`src/hdl/rvCorePkg.sv`:
```
package rvCorePkg;

	localparam int xlen = 32;

	typedef logic [4:0] regIdx;
	typedef logic [xlen-1:0] word;

	// Major opcodes of the supported subset
	typedef enum logic [6:0] {
		opReg = 7'b0110011,
		opImm = 7'b0010011,
		opLui = 7'b0110111,
		opJal = 7'b1101111,
		opBranch = 7'b1100011
	} opcodeE;

	typedef enum logic [3:0] {
		aluAdd,
		aluSub,
		aluAnd,
		aluOr,
		aluXor,
		aluSll,
		aluSrl,
		aluSra,
		aluSlt,
		aluSltu
	} aluOpE;

	typedef enum logic [1:0] {
		brEq,
		brNe,
		brLt,
		brGe
	} branchCondE;

	// Writeback source
	typedef enum logic [1:0] {
		resAlu,
		resImm,
		resLink
	} resultSelE;

	typedef struct packed {
		logic valid;
		word pc;
		word instr;
	} fetchedInstr;

	typedef struct packed {
		logic valid;
		word pc;
		regIdx rs1;
		regIdx rs2;
		regIdx rd;
		word rs1Val;
		word rs2Val;
		word imm;
		aluOpE aluOp;
		logic useImm;
		logic isBranch;
		logic isJump;
		branchCondE cond;
		resultSelE resultSel;
		logic writeReg;
	} decodedInstr;

	typedef struct packed {
		logic taken;
		word target;
	} redirect;

	typedef struct packed {
		logic valid;
		regIdx rd;
		word data;
	} regWrite;

endpackage
```
`src/hdl/rvCore.sv`:
```
module rvCore
	import rvCorePkg::*;
#(
	parameter word resetAddr = '0
) (
	input logic clk,
	input logic reset,
	output word imemAddr,
	input word imemData,
	output regWrite wb
);

	fetchedInstr fetched;
	decodedInstr decoded;
	redirect branchRedirect;
	regIdx rs1Idx;
	regIdx rs2Idx;
	word rs1Val;
	word rs2Val;

	fetchUnit #(.resetAddr(resetAddr)) u_fetchUnit (
		.clk(clk),
		.reset(reset),
		.redirect(branchRedirect),
		.imemData(imemData),
		.imemAddr(imemAddr),
		.fetched(fetched)
	);

	decodeUnit u_decodeUnit (
		.clk(clk),
		.reset(reset),
		.fetched(fetched),
		.redirect(branchRedirect),
		.rs1(rs1Idx),
		.rs2(rs2Idx),
		.rs1Val(rs1Val),
		.rs2Val(rs2Val),
		.decoded(decoded)
	);

	// Writeback port doubles as the register file write
	regFile u_regFile (
		.clk(clk),
		.reset(reset),
		.rs1(rs1Idx),
		.rs2(rs2Idx),
		.rs1Val(rs1Val),
		.rs2Val(rs2Val),
		.wr(wb)
	);

	executeUnit u_executeUnit (
		.clk(clk),
		.reset(reset),
		.decoded(decoded),
		.redirect(branchRedirect),
		.wb(wb)
	);

endmodule

```
`src/hdl/executeUnit.sv`:
```
module executeUnit
	import rvCorePkg::*;
(
	input logic clk,
	input logic reset,
	input decodedInstr decoded,
	output rvCorePkg::redirect redirect,
	output regWrite wb
);

	word opA;
	word opB;
	word aluB;
	word aluOut;
	word result;
	logic condTrue;

	// Forward from the instruction one ahead, now in writeback
	always_comb begin
		if (wb.valid && wb.rd == decoded.rs1) begin
			opA = wb.data;
		end else begin
			opA = decoded.rs1Val;
		end
		if (wb.valid && wb.rd == decoded.rs2) begin
			opB = wb.data;
		end else begin
			opB = decoded.rs2Val;
		end
	end

	assign aluB = decoded.useImm ? decoded.imm : opB;

	always_comb begin
		case (decoded.aluOp)
			aluAdd: aluOut = opA + aluB;
			aluSub: aluOut = opA - aluB;
			aluAnd: aluOut = opA & aluB;
			aluOr: aluOut = opA | aluB;
			aluXor: aluOut = opA ^ aluB;
			aluSll: aluOut = opA << aluB[4:0];
			aluSrl: aluOut = opA >> aluB[4:0];
			aluSra: aluOut = word'($signed(opA) >>> aluB[4:0]);
			aluSlt: aluOut = {31'b0, $signed(opA) < $signed(aluB)};
			aluSltu: aluOut = {31'b0, opA < aluB};
			default: aluOut = opA + aluB;
		endcase
	end

	always_comb begin
		case (decoded.cond)
			brEq: condTrue = opA == opB;
			brNe: condTrue = opA != opB;
			brLt: condTrue = $signed(opA) < $signed(opB);
			default: condTrue = $signed(opA) >= $signed(opB);
		endcase
	end

	// Branch and jal targets are both pc relative
	assign redirect.taken = decoded.valid &&
		(decoded.isJump || (decoded.isBranch && condTrue));
	assign redirect.target = decoded.pc + decoded.imm;

	always_comb begin
		case (decoded.resultSel)
			resImm: result = decoded.imm;
			resLink: result = decoded.pc + 32'd4;
			default: result = aluOut;
		endcase
	end

	always_ff @(posedge clk) begin
		wb.rd <= decoded.rd;
		wb.data <= result;
		if (reset) begin
			wb.valid <= 1'b0;
		end else begin
			wb.valid <= decoded.valid && decoded.writeReg && decoded.rd != '0;
		end
	end

endmodule

```
`src/hdl/regFile.sv`:
```
module regFile
	import rvCorePkg::*;
(
	input logic clk,
	input logic reset,
	input regIdx rs1,
	input regIdx rs2,
	output word rs1Val,
	output word rs2Val,
	input regWrite wr
);

	word regs [1:31];

	// x0 reads zero, a same-cycle write is seen at once
	function automatic word readPort(input regIdx idx);
		if (idx == '0) begin
			readPort = '0;
		end else if (wr.valid && wr.rd == idx) begin
			readPort = wr.data;
		end else begin
			readPort = regs[idx];
		end
	endfunction

	always_comb begin
		rs1Val = readPort(rs1);
		rs2Val = readPort(rs2);
	end

	always_ff @(posedge clk) begin
		if (reset) begin
			for (int i = 1; i < 32; i++) begin
				regs[i] <= '0;
			end
		end else if (wr.valid && wr.rd != '0) begin
			regs[wr.rd] <= wr.data;
		end
	end

endmodule

```
`src/hdl/decodeUnit.sv`:
```
module decodeUnit
	import rvCorePkg::*;
(
	input logic clk,
	input logic reset,
	input fetchedInstr fetched,
	input rvCorePkg::redirect redirect,
	output regIdx rs1,
	output regIdx rs2,
	input word rs1Val,
	input word rs2Val,
	output decodedInstr decoded
);

	word instr;
	logic [2:0] funct3;
	word immI;
	word immU;
	word immB;
	word immJ;
	decodedInstr nextDecoded;

	// funct7 bit 30 picks sub and sra
	function automatic aluOpE aluFromFunct(input logic [2:0] f3, input logic alt);
		case (f3)
			3'b000: aluFromFunct = alt ? aluSub : aluAdd;
			3'b001: aluFromFunct = aluSll;
			3'b010: aluFromFunct = aluSlt;
			3'b011: aluFromFunct = aluSltu;
			3'b100: aluFromFunct = aluXor;
			3'b101: aluFromFunct = alt ? aluSra : aluSrl;
			3'b110: aluFromFunct = aluOr;
			default: aluFromFunct = aluAnd;
		endcase
	endfunction

	assign instr = fetched.instr;
	assign funct3 = instr[14:12];
	assign rs1 = instr[19:15];
	assign rs2 = instr[24:20];

	assign immI = {{20{instr[31]}}, instr[31:20]};
	assign immU = {instr[31:12], 12'b0};
	assign immB = {{19{instr[31]}}, instr[31], instr[7], instr[30:25], instr[11:8], 1'b0};
	assign immJ = {{11{instr[31]}}, instr[31], instr[19:12], instr[20], instr[30:21], 1'b0};

	always_comb begin
		nextDecoded = '0;
		nextDecoded.valid = fetched.valid;
		nextDecoded.pc = fetched.pc;
		nextDecoded.rs1 = rs1;
		nextDecoded.rs2 = rs2;
		nextDecoded.rd = instr[11:7];
		nextDecoded.rs1Val = rs1Val;
		nextDecoded.rs2Val = rs2Val;
		nextDecoded.aluOp = aluAdd;
		nextDecoded.cond = brEq;
		nextDecoded.resultSel = resAlu;
		case (instr[6:0])
			opReg: begin
				nextDecoded.aluOp = aluFromFunct(funct3, instr[30]);
				nextDecoded.writeReg = 1'b1;
			end
			opImm: begin
				// Only srai uses bit 30, addi never subtracts
				nextDecoded.aluOp = aluFromFunct(funct3, instr[30] && funct3 == 3'b101);
				nextDecoded.imm = immI;
				nextDecoded.useImm = 1'b1;
				nextDecoded.writeReg = 1'b1;
			end
			opLui: begin
				nextDecoded.imm = immU;
				nextDecoded.resultSel = resImm;
				nextDecoded.writeReg = 1'b1;
			end
			opJal: begin
				nextDecoded.imm = immJ;
				nextDecoded.isJump = 1'b1;
				nextDecoded.resultSel = resLink;
				nextDecoded.writeReg = 1'b1;
			end
			opBranch: begin
				nextDecoded.imm = immB;
				case (funct3)
					3'b000: nextDecoded.cond = brEq;
					3'b001: nextDecoded.cond = brNe;
					3'b100: nextDecoded.cond = brLt;
					default: nextDecoded.cond = brGe;
				endcase
				nextDecoded.isBranch = funct3 == 3'b000 || funct3 == 3'b001 ||
					funct3 == 3'b100 || funct3 == 3'b101;
			end
			default: begin
			end
		endcase
	end

	always_ff @(posedge clk) begin
		decoded <= nextDecoded;
		// Squash the younger instruction on a taken branch
		if (reset || redirect.taken) begin
			decoded.valid <= 1'b0;
		end
	end

endmodule

```
`src/hdl/fetchUnit.sv`:
```
module fetchUnit
	import rvCorePkg::*;
#(
	parameter word resetAddr = '0
) (
	input logic clk,
	input logic reset,
	input rvCorePkg::redirect redirect,
	input word imemData,
	output word imemAddr,
	output fetchedInstr fetched
);

	word pc;

	assign imemAddr = pc;

	always_ff @(posedge clk) begin
		if (reset) begin
			pc <= resetAddr;
		end else if (redirect.taken) begin
			pc <= redirect.target;
		end else begin
			pc <= pc + 32'd4;
		end
	end

	// Instruction memory answers in the same cycle
	always_ff @(posedge clk) begin
		fetched.pc <= pc;
		fetched.instr <= imemData;
		if (reset || redirect.taken) begin
			fetched.valid <= 1'b0;
		end else begin
			fetched.valid <= 1'b1;
		end
	end

endmodule

```
`config.mk`:
```
export PLATFORM = sky130hd
export DESIGN_NAME = rvCore
export DESIGN_NICKNAME = d
export VERILOG_FILES = /design/src/hdl/rvCorePkg.sv /design/src/hdl/rvCore.sv /design/src/hdl/executeUnit.sv /design/src/hdl/regFile.sv /design/src/hdl/decodeUnit.sv /design/src/hdl/fetchUnit.sv
export SDC_FILE = /design/constraint.sdc
export NUM_CORES = 2
export LEC_CHECK = 0
export BUFFER_PORTS_ARGS = -buffer_cell sky130_fd_sc_hd__buf_4
export CORE_ASPECT_RATIO = 0.7
export CORE_MARGIN = 1
export CORE_UTILIZATION = 55
export CTS_BUF_LIST = sky130_fd_sc_hd__clkbuf_2
export DETAILED_ROUTE_END_ITERATION = 10
export HOLD_SLACK_MARGIN = 0.03
export PLACE_DENSITY_LB_ADDON = 0.15
export SLEW_MARGIN = 20
export SYNTH_ARGS = -nofsm -noshare
export SYNTH_HDL_FRONTEND = slang
export SYNTH_SLANG_ARGS = --single-unit
```
`constraint.sdc`:
```
create_clock -name clk -period 5.1 [get_ports clk]
set_input_delay 0 -clock clk [delete_from_list [all_inputs] [get_ports clk]]
set_output_delay 0 -clock clk [all_outputs]
set_load 0.05 [all_outputs]
```
After elaboration in Yosys (flattened, before gate mapping)
Memories as Yosys holds them, arrays and structs flattened. A register that Yosys moved wholly into a read port is not among the register bits.
Index checks and enable logic that the tools add are counted.
{"block": "totals", "register_bits": 291, "latchBits": 0, "ramBits": 992, "rom_bits": 0, "in_bits": 34, "output_inout_bits": 70, "word_cells": 122, "memories": 1}
{"block": "classes", "addsub": 5, "multipliers": 0, "div": 0, "n_lt_le_gt_ge": 4, "eq_ne": 30, "n_shift": 3, "muxes": 31, "bitwise_logic": 3, "n_reduce_logical": 23}
{"memory": "u_regFile.regs", "words": 31, "word_bits": 32, "read_ports": 2, "rd_ports_with_merged_regs": 2, "write_ports": 31, "line_no": "regFile.sv:13", "source": "word regs [1:31];"}
{"op": "32-bit case mux with 9 select lines", "count": 1}
{"op": "32-bit 2-to-1 mux", "count": 7}
{"op": "32-bit case mux with 4 select lines", "count": 1}
{"op": "32-bit < comparator", "count": 3}
{"op": "32-bit by 3-bit adder with 32-bit output (second input constant)", "count": 2}
{"op": "32-bit adder", "count": 2}
{"op": "32-bit case mux with 2 select lines", "count": 1}
{"op": "4-bit case mux with 7 select lines", "count": 2}
{"op": "32-bit bitwise AND", "count": 1}
{"op": "32-bit == test", "count": 1}
{"op": "32-bit >= comparator", "count": 1}
{"op": "32-bit inequality test", "count": 1}
{"op": "32-bit bitwise OR", "count": 1}
{"op": "32-bit OR reduction", "count": 1}
{"op": "32-bit by 5-bit left shift with 32-bit output", "count": 1}
{"op": "32-bit by 5-bit right shift with 32-bit output", "count": 1}
{"op": "32-bit by 5-bit >>> shifter with 32-bit output", "count": 1}
{"op": "32-bit subtractor", "count": 1}
{"op": "32-bit bitwise XOR", "count": 1}
{"op": "5-bit == test", "count": 4}
{"op": "4-bit by 3-bit == test with 1-bit output (second input constant)", "count": 4}
{"op": "7-bit by 6-bit == test with 1-bit output (second input constant)", "count": 2}
{"op": "7-bit == test (second input constant)", "count": 2}
{"op": "1-bit 2-to-1 mux", "count": 14}
{"op": "other kinds (21)", "count": 43}

Logic depth before layout (Yosys ltp)
{"block": "logic_depth", "word_depth": 10, "ltp_mapped": 23, "mapped_depth_nobuf": 19}

Cells and area by module
A second synthesis with hierarchy kept.
{"block": "unflattened", "hier_cells": 6436, "area_unflattened_um2": 76141.8}
{"module": "regFile", "n_inst": 1, "cells_per_inst": 3801, "area_per_inst_um2": 55055.3, "seq_area_each_um2": 30749.5}
{"module": "executeUnit", "n_inst": 1, "cells_per_inst": 2088, "area_per_inst_um2": 14227.4, "seq_area_each_um2": 760.7}
{"module": "decodeUnit", "n_inst": 1, "cells_per_inst": 262, "area_per_inst_um2": 3811.2, "seq_area_each_um2": 3123.0}
{"module": "fetchUnit", "n_inst": 1, "cells_per_inst": 285, "area_per_inst_um2": 3047.9, "seq_area_each_um2": 1941.9}

Worst setup path after synthesis
OpenSTA, ideal clock, no wires.
{"block": "synth_timing", "kind": "reg-to-reg", "from": "register, netlist name u_executeUnit.wb[32]", "to": "register, netlist name u_executeUnit.wb[31]", "setup_ns": 0.115, "arrival_ns": 5.239, "required_time_ns": 4.985, "setup_slack_ns": -0.255, "path_stages_with_launch": 24, "path_buffers": 6, "synth_period_minus_slack_ns": 5.355, "path_cell_list": "dfxtp_1 -> buf_6 -> xnor2_2 -> nand4_1 -> buf_4 -> o21ai_0 -> and2_1 -> a21o_1 -> clkbuf_1 -> clkbuf_1 -> clkbuf_1 -> ha_1 -> clkbuf_1 -> nor2b_1 -> o31a_1 -> a2111o_1 -> a31o_2 -> o31a_1 -> o41ai_2 -> a211oi_1 -> o21ai_1 -> a31oi_1 -> mux2i_1 -> nand2_1"}
{"block": "synth_between", "elab_chain_len": 7, "word_cells_on_any_way": 17, "classes_between": "add/sub: 2; eq/ne: 2; shift: 3; mux: 5; bitwise: 3; reduce/logical: 2"}
{"item": "5-bit == test", "line_no": "executeUnit.sv:25", "source": "if (wb.valid && wb.rd == decoded.rs2) begin"}
{"item": "1-bit logical AND", "line_no": "executeUnit.sv:25"}
{"item": "32-bit 2-to-1 mux", "line_no": "executeUnit.sv:25"}
{"item": "32-bit 2-to-1 mux", "line_no": "executeUnit.sv:32", "source": "assign aluB = decoded.useImm ? decoded.imm : opB;"}
{"item": "32-bit adder, or another cell as far along", "line_no": "executeUnit.sv:36, executeUnit.sv:46"}
{"item": "32-bit case mux with 9 select lines *", "line_no": "executeUnit.sv:35", "source": "case (decoded.aluOp)"}
{"item": "32-bit case mux with 2 select lines *", "line_no": "executeUnit.sv:65", "source": "case (decoded.resultSel)"}
{"item": "via u_executeUnit.result[31]", "line_no": "executeUnit.sv:15", "source": "word result;"}
The timed path passes the listed nets; every way through them passes the cells marked *.
A chain may end at the register's enable or synchronous reset.

Worst setup path in the final report
{"block": "layout_timing", "from": "register, netlist name u_executeUnit.wb[34]", "to": "register u_fetchUnit.pc[14] (netlist: u_fetchUnit.imemAddr[14])"}
{"block": "layout_between", "elab_chain_len": 9, "word_cells_on_any_way": 15, "classes_between": "order compare: 2; eq/ne: 4; mux: 4; reduce/logical: 5"}
{"item": "5-bit == test, on equally long branches", "line_no": "executeUnit.sv:20, executeUnit.sv:25"}
{"item": "1-bit logical AND, on equally long branches", "line_no": "executeUnit.sv:20, executeUnit.sv:25"}
{"item": "32-bit 2-to-1 mux, on equally long branches", "line_no": "executeUnit.sv:20, executeUnit.sv:25"}
{"item": "32-bit >= comparator, or another cell as far along", "line_no": "executeUnit.sv:55", "source": "default: condTrue = $signed(opA) >= $signed(opB);"}
{"item": "1-bit case mux with 3 select lines *", "line_no": "executeUnit.sv:51", "source": "case (decoded.cond)"}
{"item": "1-bit logical AND *", "line_no": "executeUnit.sv:61", "source": "(decoded.isJump || (decoded.isBranch && condTrue));"}
{"item": "1-bit logical OR *", "line_no": "executeUnit.sv:61"}
{"item": "1-bit logical AND *", "line_no": "executeUnit.sv:60", "source": "assign redirect.taken = decoded.valid &&"}
{"item": "32-bit 2-to-1 mux *", "line_no": "fetchUnit.sv:21", "source": "end else if (redirect.taken) begin"}
{"item": "end signal, assigned", "line_no": "fetchUnit.sv:20", "source": "pc <= resetAddr;"}
{"item": "end signal, assigned", "line_no": "fetchUnit.sv:22", "source": "pc <= redirect.target;"}
{"item": "end signal, assigned", "line_no": "fetchUnit.sv:24", "source": "pc <= pc + 32'd4;"}
{"item": "end, declared", "line_no": "fetchUnit.sv:14", "source": "word pc;"}
Every way passes the cells marked *; elsewhere a longest branch is shown, timed or not.

==> flow_summary.ini <==
[logic_synthesis]
synth_top_area_cell = edfxtp_1
netlist_area_sq_um = 75600
synth_seq_cells = 1314
async_flop_share = 0
synth_seq_area_share = 0.484
synth_ff_type = edfxtp_1
synth-edff-count = 1024
synth_top_area_frac = 0.407
synth_warnings = 0
synth_area_leaders = edfxtp_1 41%, mux4_2 19%, dfxtp_1 7.7%
avgSynthCellArea_sq_um = 12.6
syn_inst = 6016
yosysUniqueCellTypes = 95

[run_status]
outcome = completed

[pwr]
power_switching_uw = 11300
p_leak_uw = 0.0322
swShare = 0.392
powerDensity_nw_per_um2 = 338
p_comb_frac = 0.308
clkPwrFrac = 0.245
peakVddDrop_mv = 0.235
intPower_uw = 17500
seqPwrFrac = 0.447

[sta]
min_period_ps = 5000
fmax_ghz = 0.200
setup_viol = 0
holdWs_ps = 271
setup_tns_ps = 0
grt_setup_unrepaired = false
slew_violations = 0
hold_violations = 0
worstMarginPinSlew_ps = 1250
max_slew_margin = 0.166
period_share = 0.980
fin_skew_ps = 148

[floorplanning]
rows = 113
initial_utilization = 0.556
die_area_sq_um = 139000
core_sq_um = 136000
io_pins = 104
die_h_um = 312
die_x_um = 445

[cells_and_area]
final_nets = 6666
drive_above_1_share = 0.276
area_growth_pct = 12.5
stdcell_count = 8537

[grt]
first_global_vias = 57300
grt_pass1_wl_mm = 438
grt_max_degree = 81
grt_use_total = 0.451
antenna_found_initial = 33
grt-ovfl-total = 0

[detailed_routing]
drtAntennaViolNets = 0
vias = 60100
drc = 0
drt_pre_antenna_iters = 8
routedWlPerCell_um = 36.9
drt_iter0_markers = 10800
viasPerCell = 7.04
routed_wl_mm = 315

[clock_network]
htreeDepth = 5
root_buffer = clkbuf_2
cts_tree = built
numCtsBuffers = 330
clk_latency_ps = 1780
cts.path.max_buffers = 4
clock_sinks = 1314
clk_pin_slew_worst_paths_ps = 120

[setup_path]
slowest_delay_ps = 570
crit_required_ps = 6740
crit_slowest_cell = or4_4
startpoint_type = flop
endpoint_kind = flop
cp_max_fo = 26
crit_chain = xor2_1, or4_4, buf_12, o21ai_1, and2_1, inv_1, ha_1, a21o_1, a21o_1, a211oi_1, o21ai_1, a2bb2oi_1, nand2_1, xor2_2, buf_4, mux2i_4, o2111ai_4, buf_12, buf_4, nor2_1, a211oi_1
worstPathArrival_ps = 6630
crit_type = flop to flop

[hold_path]
hold_class = flop to flop

[placed_design]
port_buffers = 103
dp_cells = 7832
gp_congestion = 1.07
dp_hpwl_mm = 213

[job]
maxCapViolCount = 0
-- logic make-up after synthesis --
group | Yosys count | share of synthesized area
simple gates | 1890 | 0.134
flops | 1314 | 0.484
compound gates | 965 | 0.0850
mux | 854 | 0.219
buf+inv | 699 | 0.0362
fa+ha+maj | 166 | 0.0278
xor+xnor | 127 | 0.0148
other cells | 1 | 0.0000496
-- cell usage after synthesis (78+ instances only) --
master	count
edfxtp_1	1024
and2_1	772
mux4_2	636
clkbuf_1	443
nor3_1	309
nor2_1	308
dfxtp_1	290
a21oi_1	204
nand2_1	200
mux2i_1	191
o21ai_0	188
ha_1	163
a211oi_1	133
nand3_1	115
inv_1	109
buf_1	78
-- worst paths after layout --
path	start	end	slack [ps]	cells after the start
setup / recovery	u_executeUnit.wb[34]$_DFF_P_	u_fetchUnit.imemAddr[14]$_SDFF_PP0_	100	21
hold reg to reg	u_decodeUnit.decoded[112]$_DFF_P_	u_executeUnit.wb[36]$_DFF_P_	270	0
setup reg to reg	u_executeUnit.wb[34]$_DFF_P_	u_fetchUnit.imemAddr[14]$_SDFF_PP0_	100	21
hold / removal	u_decodeUnit.decoded[112]$_DFF_P_	u_executeUnit.wb[36]$_DFF_P_	270	0
-- per-stage QoR --
stage          setup slack (ps)   util  cell area [sq um]  total power (uW)
2_1_floorplan              13.5      -              75700             17500
3_3_place_gp              -3.00  0.594              80800             21400
3_5_place_dp                115  0.594              80800             21400
4_1_cts                    71.8  0.624              84800             28300
5_1_grt                    6.91  0.625              85000             29500
6_report                    101  0.625              85000             28700
-- sequential cells by signal, summed over array words and instances, names as in the netlist --
| register | count |
|---|---|
| u_decodeUnit.decoded | 155 |
| u_executeUnit.wb | 38 |
| u_fetchUnit.imemAddr | 32 |
| u_regFile.regs | 1024 |
| u_fetchUnit.fetched | 65 |
-- cell usage in the layout (no fill, tap or decap), types with 25 or more instances in the layout --
cell type and n:
a211oi_1 130, a21o_1 69, a21oi_1 202, a221oi_1 38
a31oi_1 33, and2_1 772, and3_1 31, buf_12 44
buf_4 488, clkbuf_2 469, clkinv_1 67, conb_1 32
dfxtp_1 273, dlygate4sd3_1 131, edfxtp_1 1024, ha_1 162
inv_1 107, mux2i_1 188, mux4_2 636, nand2_1 196
nand3_1 111, nand4_1 27, nor2_1 275, nor2_2 33
nor3_1 307, o211ai_1 55, o21ai_0 150, o21ai_4 31
o21bai_1 25, o22ai_1 25, xnor2_1 75, xor2_1 50
-- routing by layer --
layer,up-vias,global-route usage,share of wire
li1,24100,-,-
met1,30000,0.652,0.39
met2,5230,0.592,0.40
met3,809,0.192,0.17
met4,10,0.191,0.045
met5,-,0,0.00026
-- worst max-delay path: cells and delay by family (launching register included) --
kind	cells	cell delay, ps
and+or+nand+nor	4	1040
AOI/OAI and AO/OA	8	1480
buffers and inverters	5	900
adders and majority gates	1	350
muxes	1	240
DFF	1	370
xor gates and xnor gates	2	450
-- power groups by stage --
stage               sequential (uW)  clock, uW  combinational (uW)
floorplan                     13100          0                4360
global placement              13000          0                8370
detailed placement            13000          0                8350
CTS                           12800       7020                8450
global route                  12900       7550                9080
finish                        12900       7040                8850
-- what timing repair did --
action,in CTS,in global routing
setup buffers,0,7
gates resized for setup,0,26
endpoints found under the setup margin,0,46
hold endpoints to repair,724,0
hold buffers,132,0
-- cell type report --
type | instances | area (sq um)
sequential | 1314 | 36600
inverter | 120 | 450
antenna | 14 | 35.0
fill | 10700 | 51000
multi-input combinational | 4034 | 37100
timing repair buffer | 666 | 5890
tap | 1840 | 2300
clock inverter | 80 | 335
clock buffer | 469 | 2350
(Power assumes the default switching activity.)
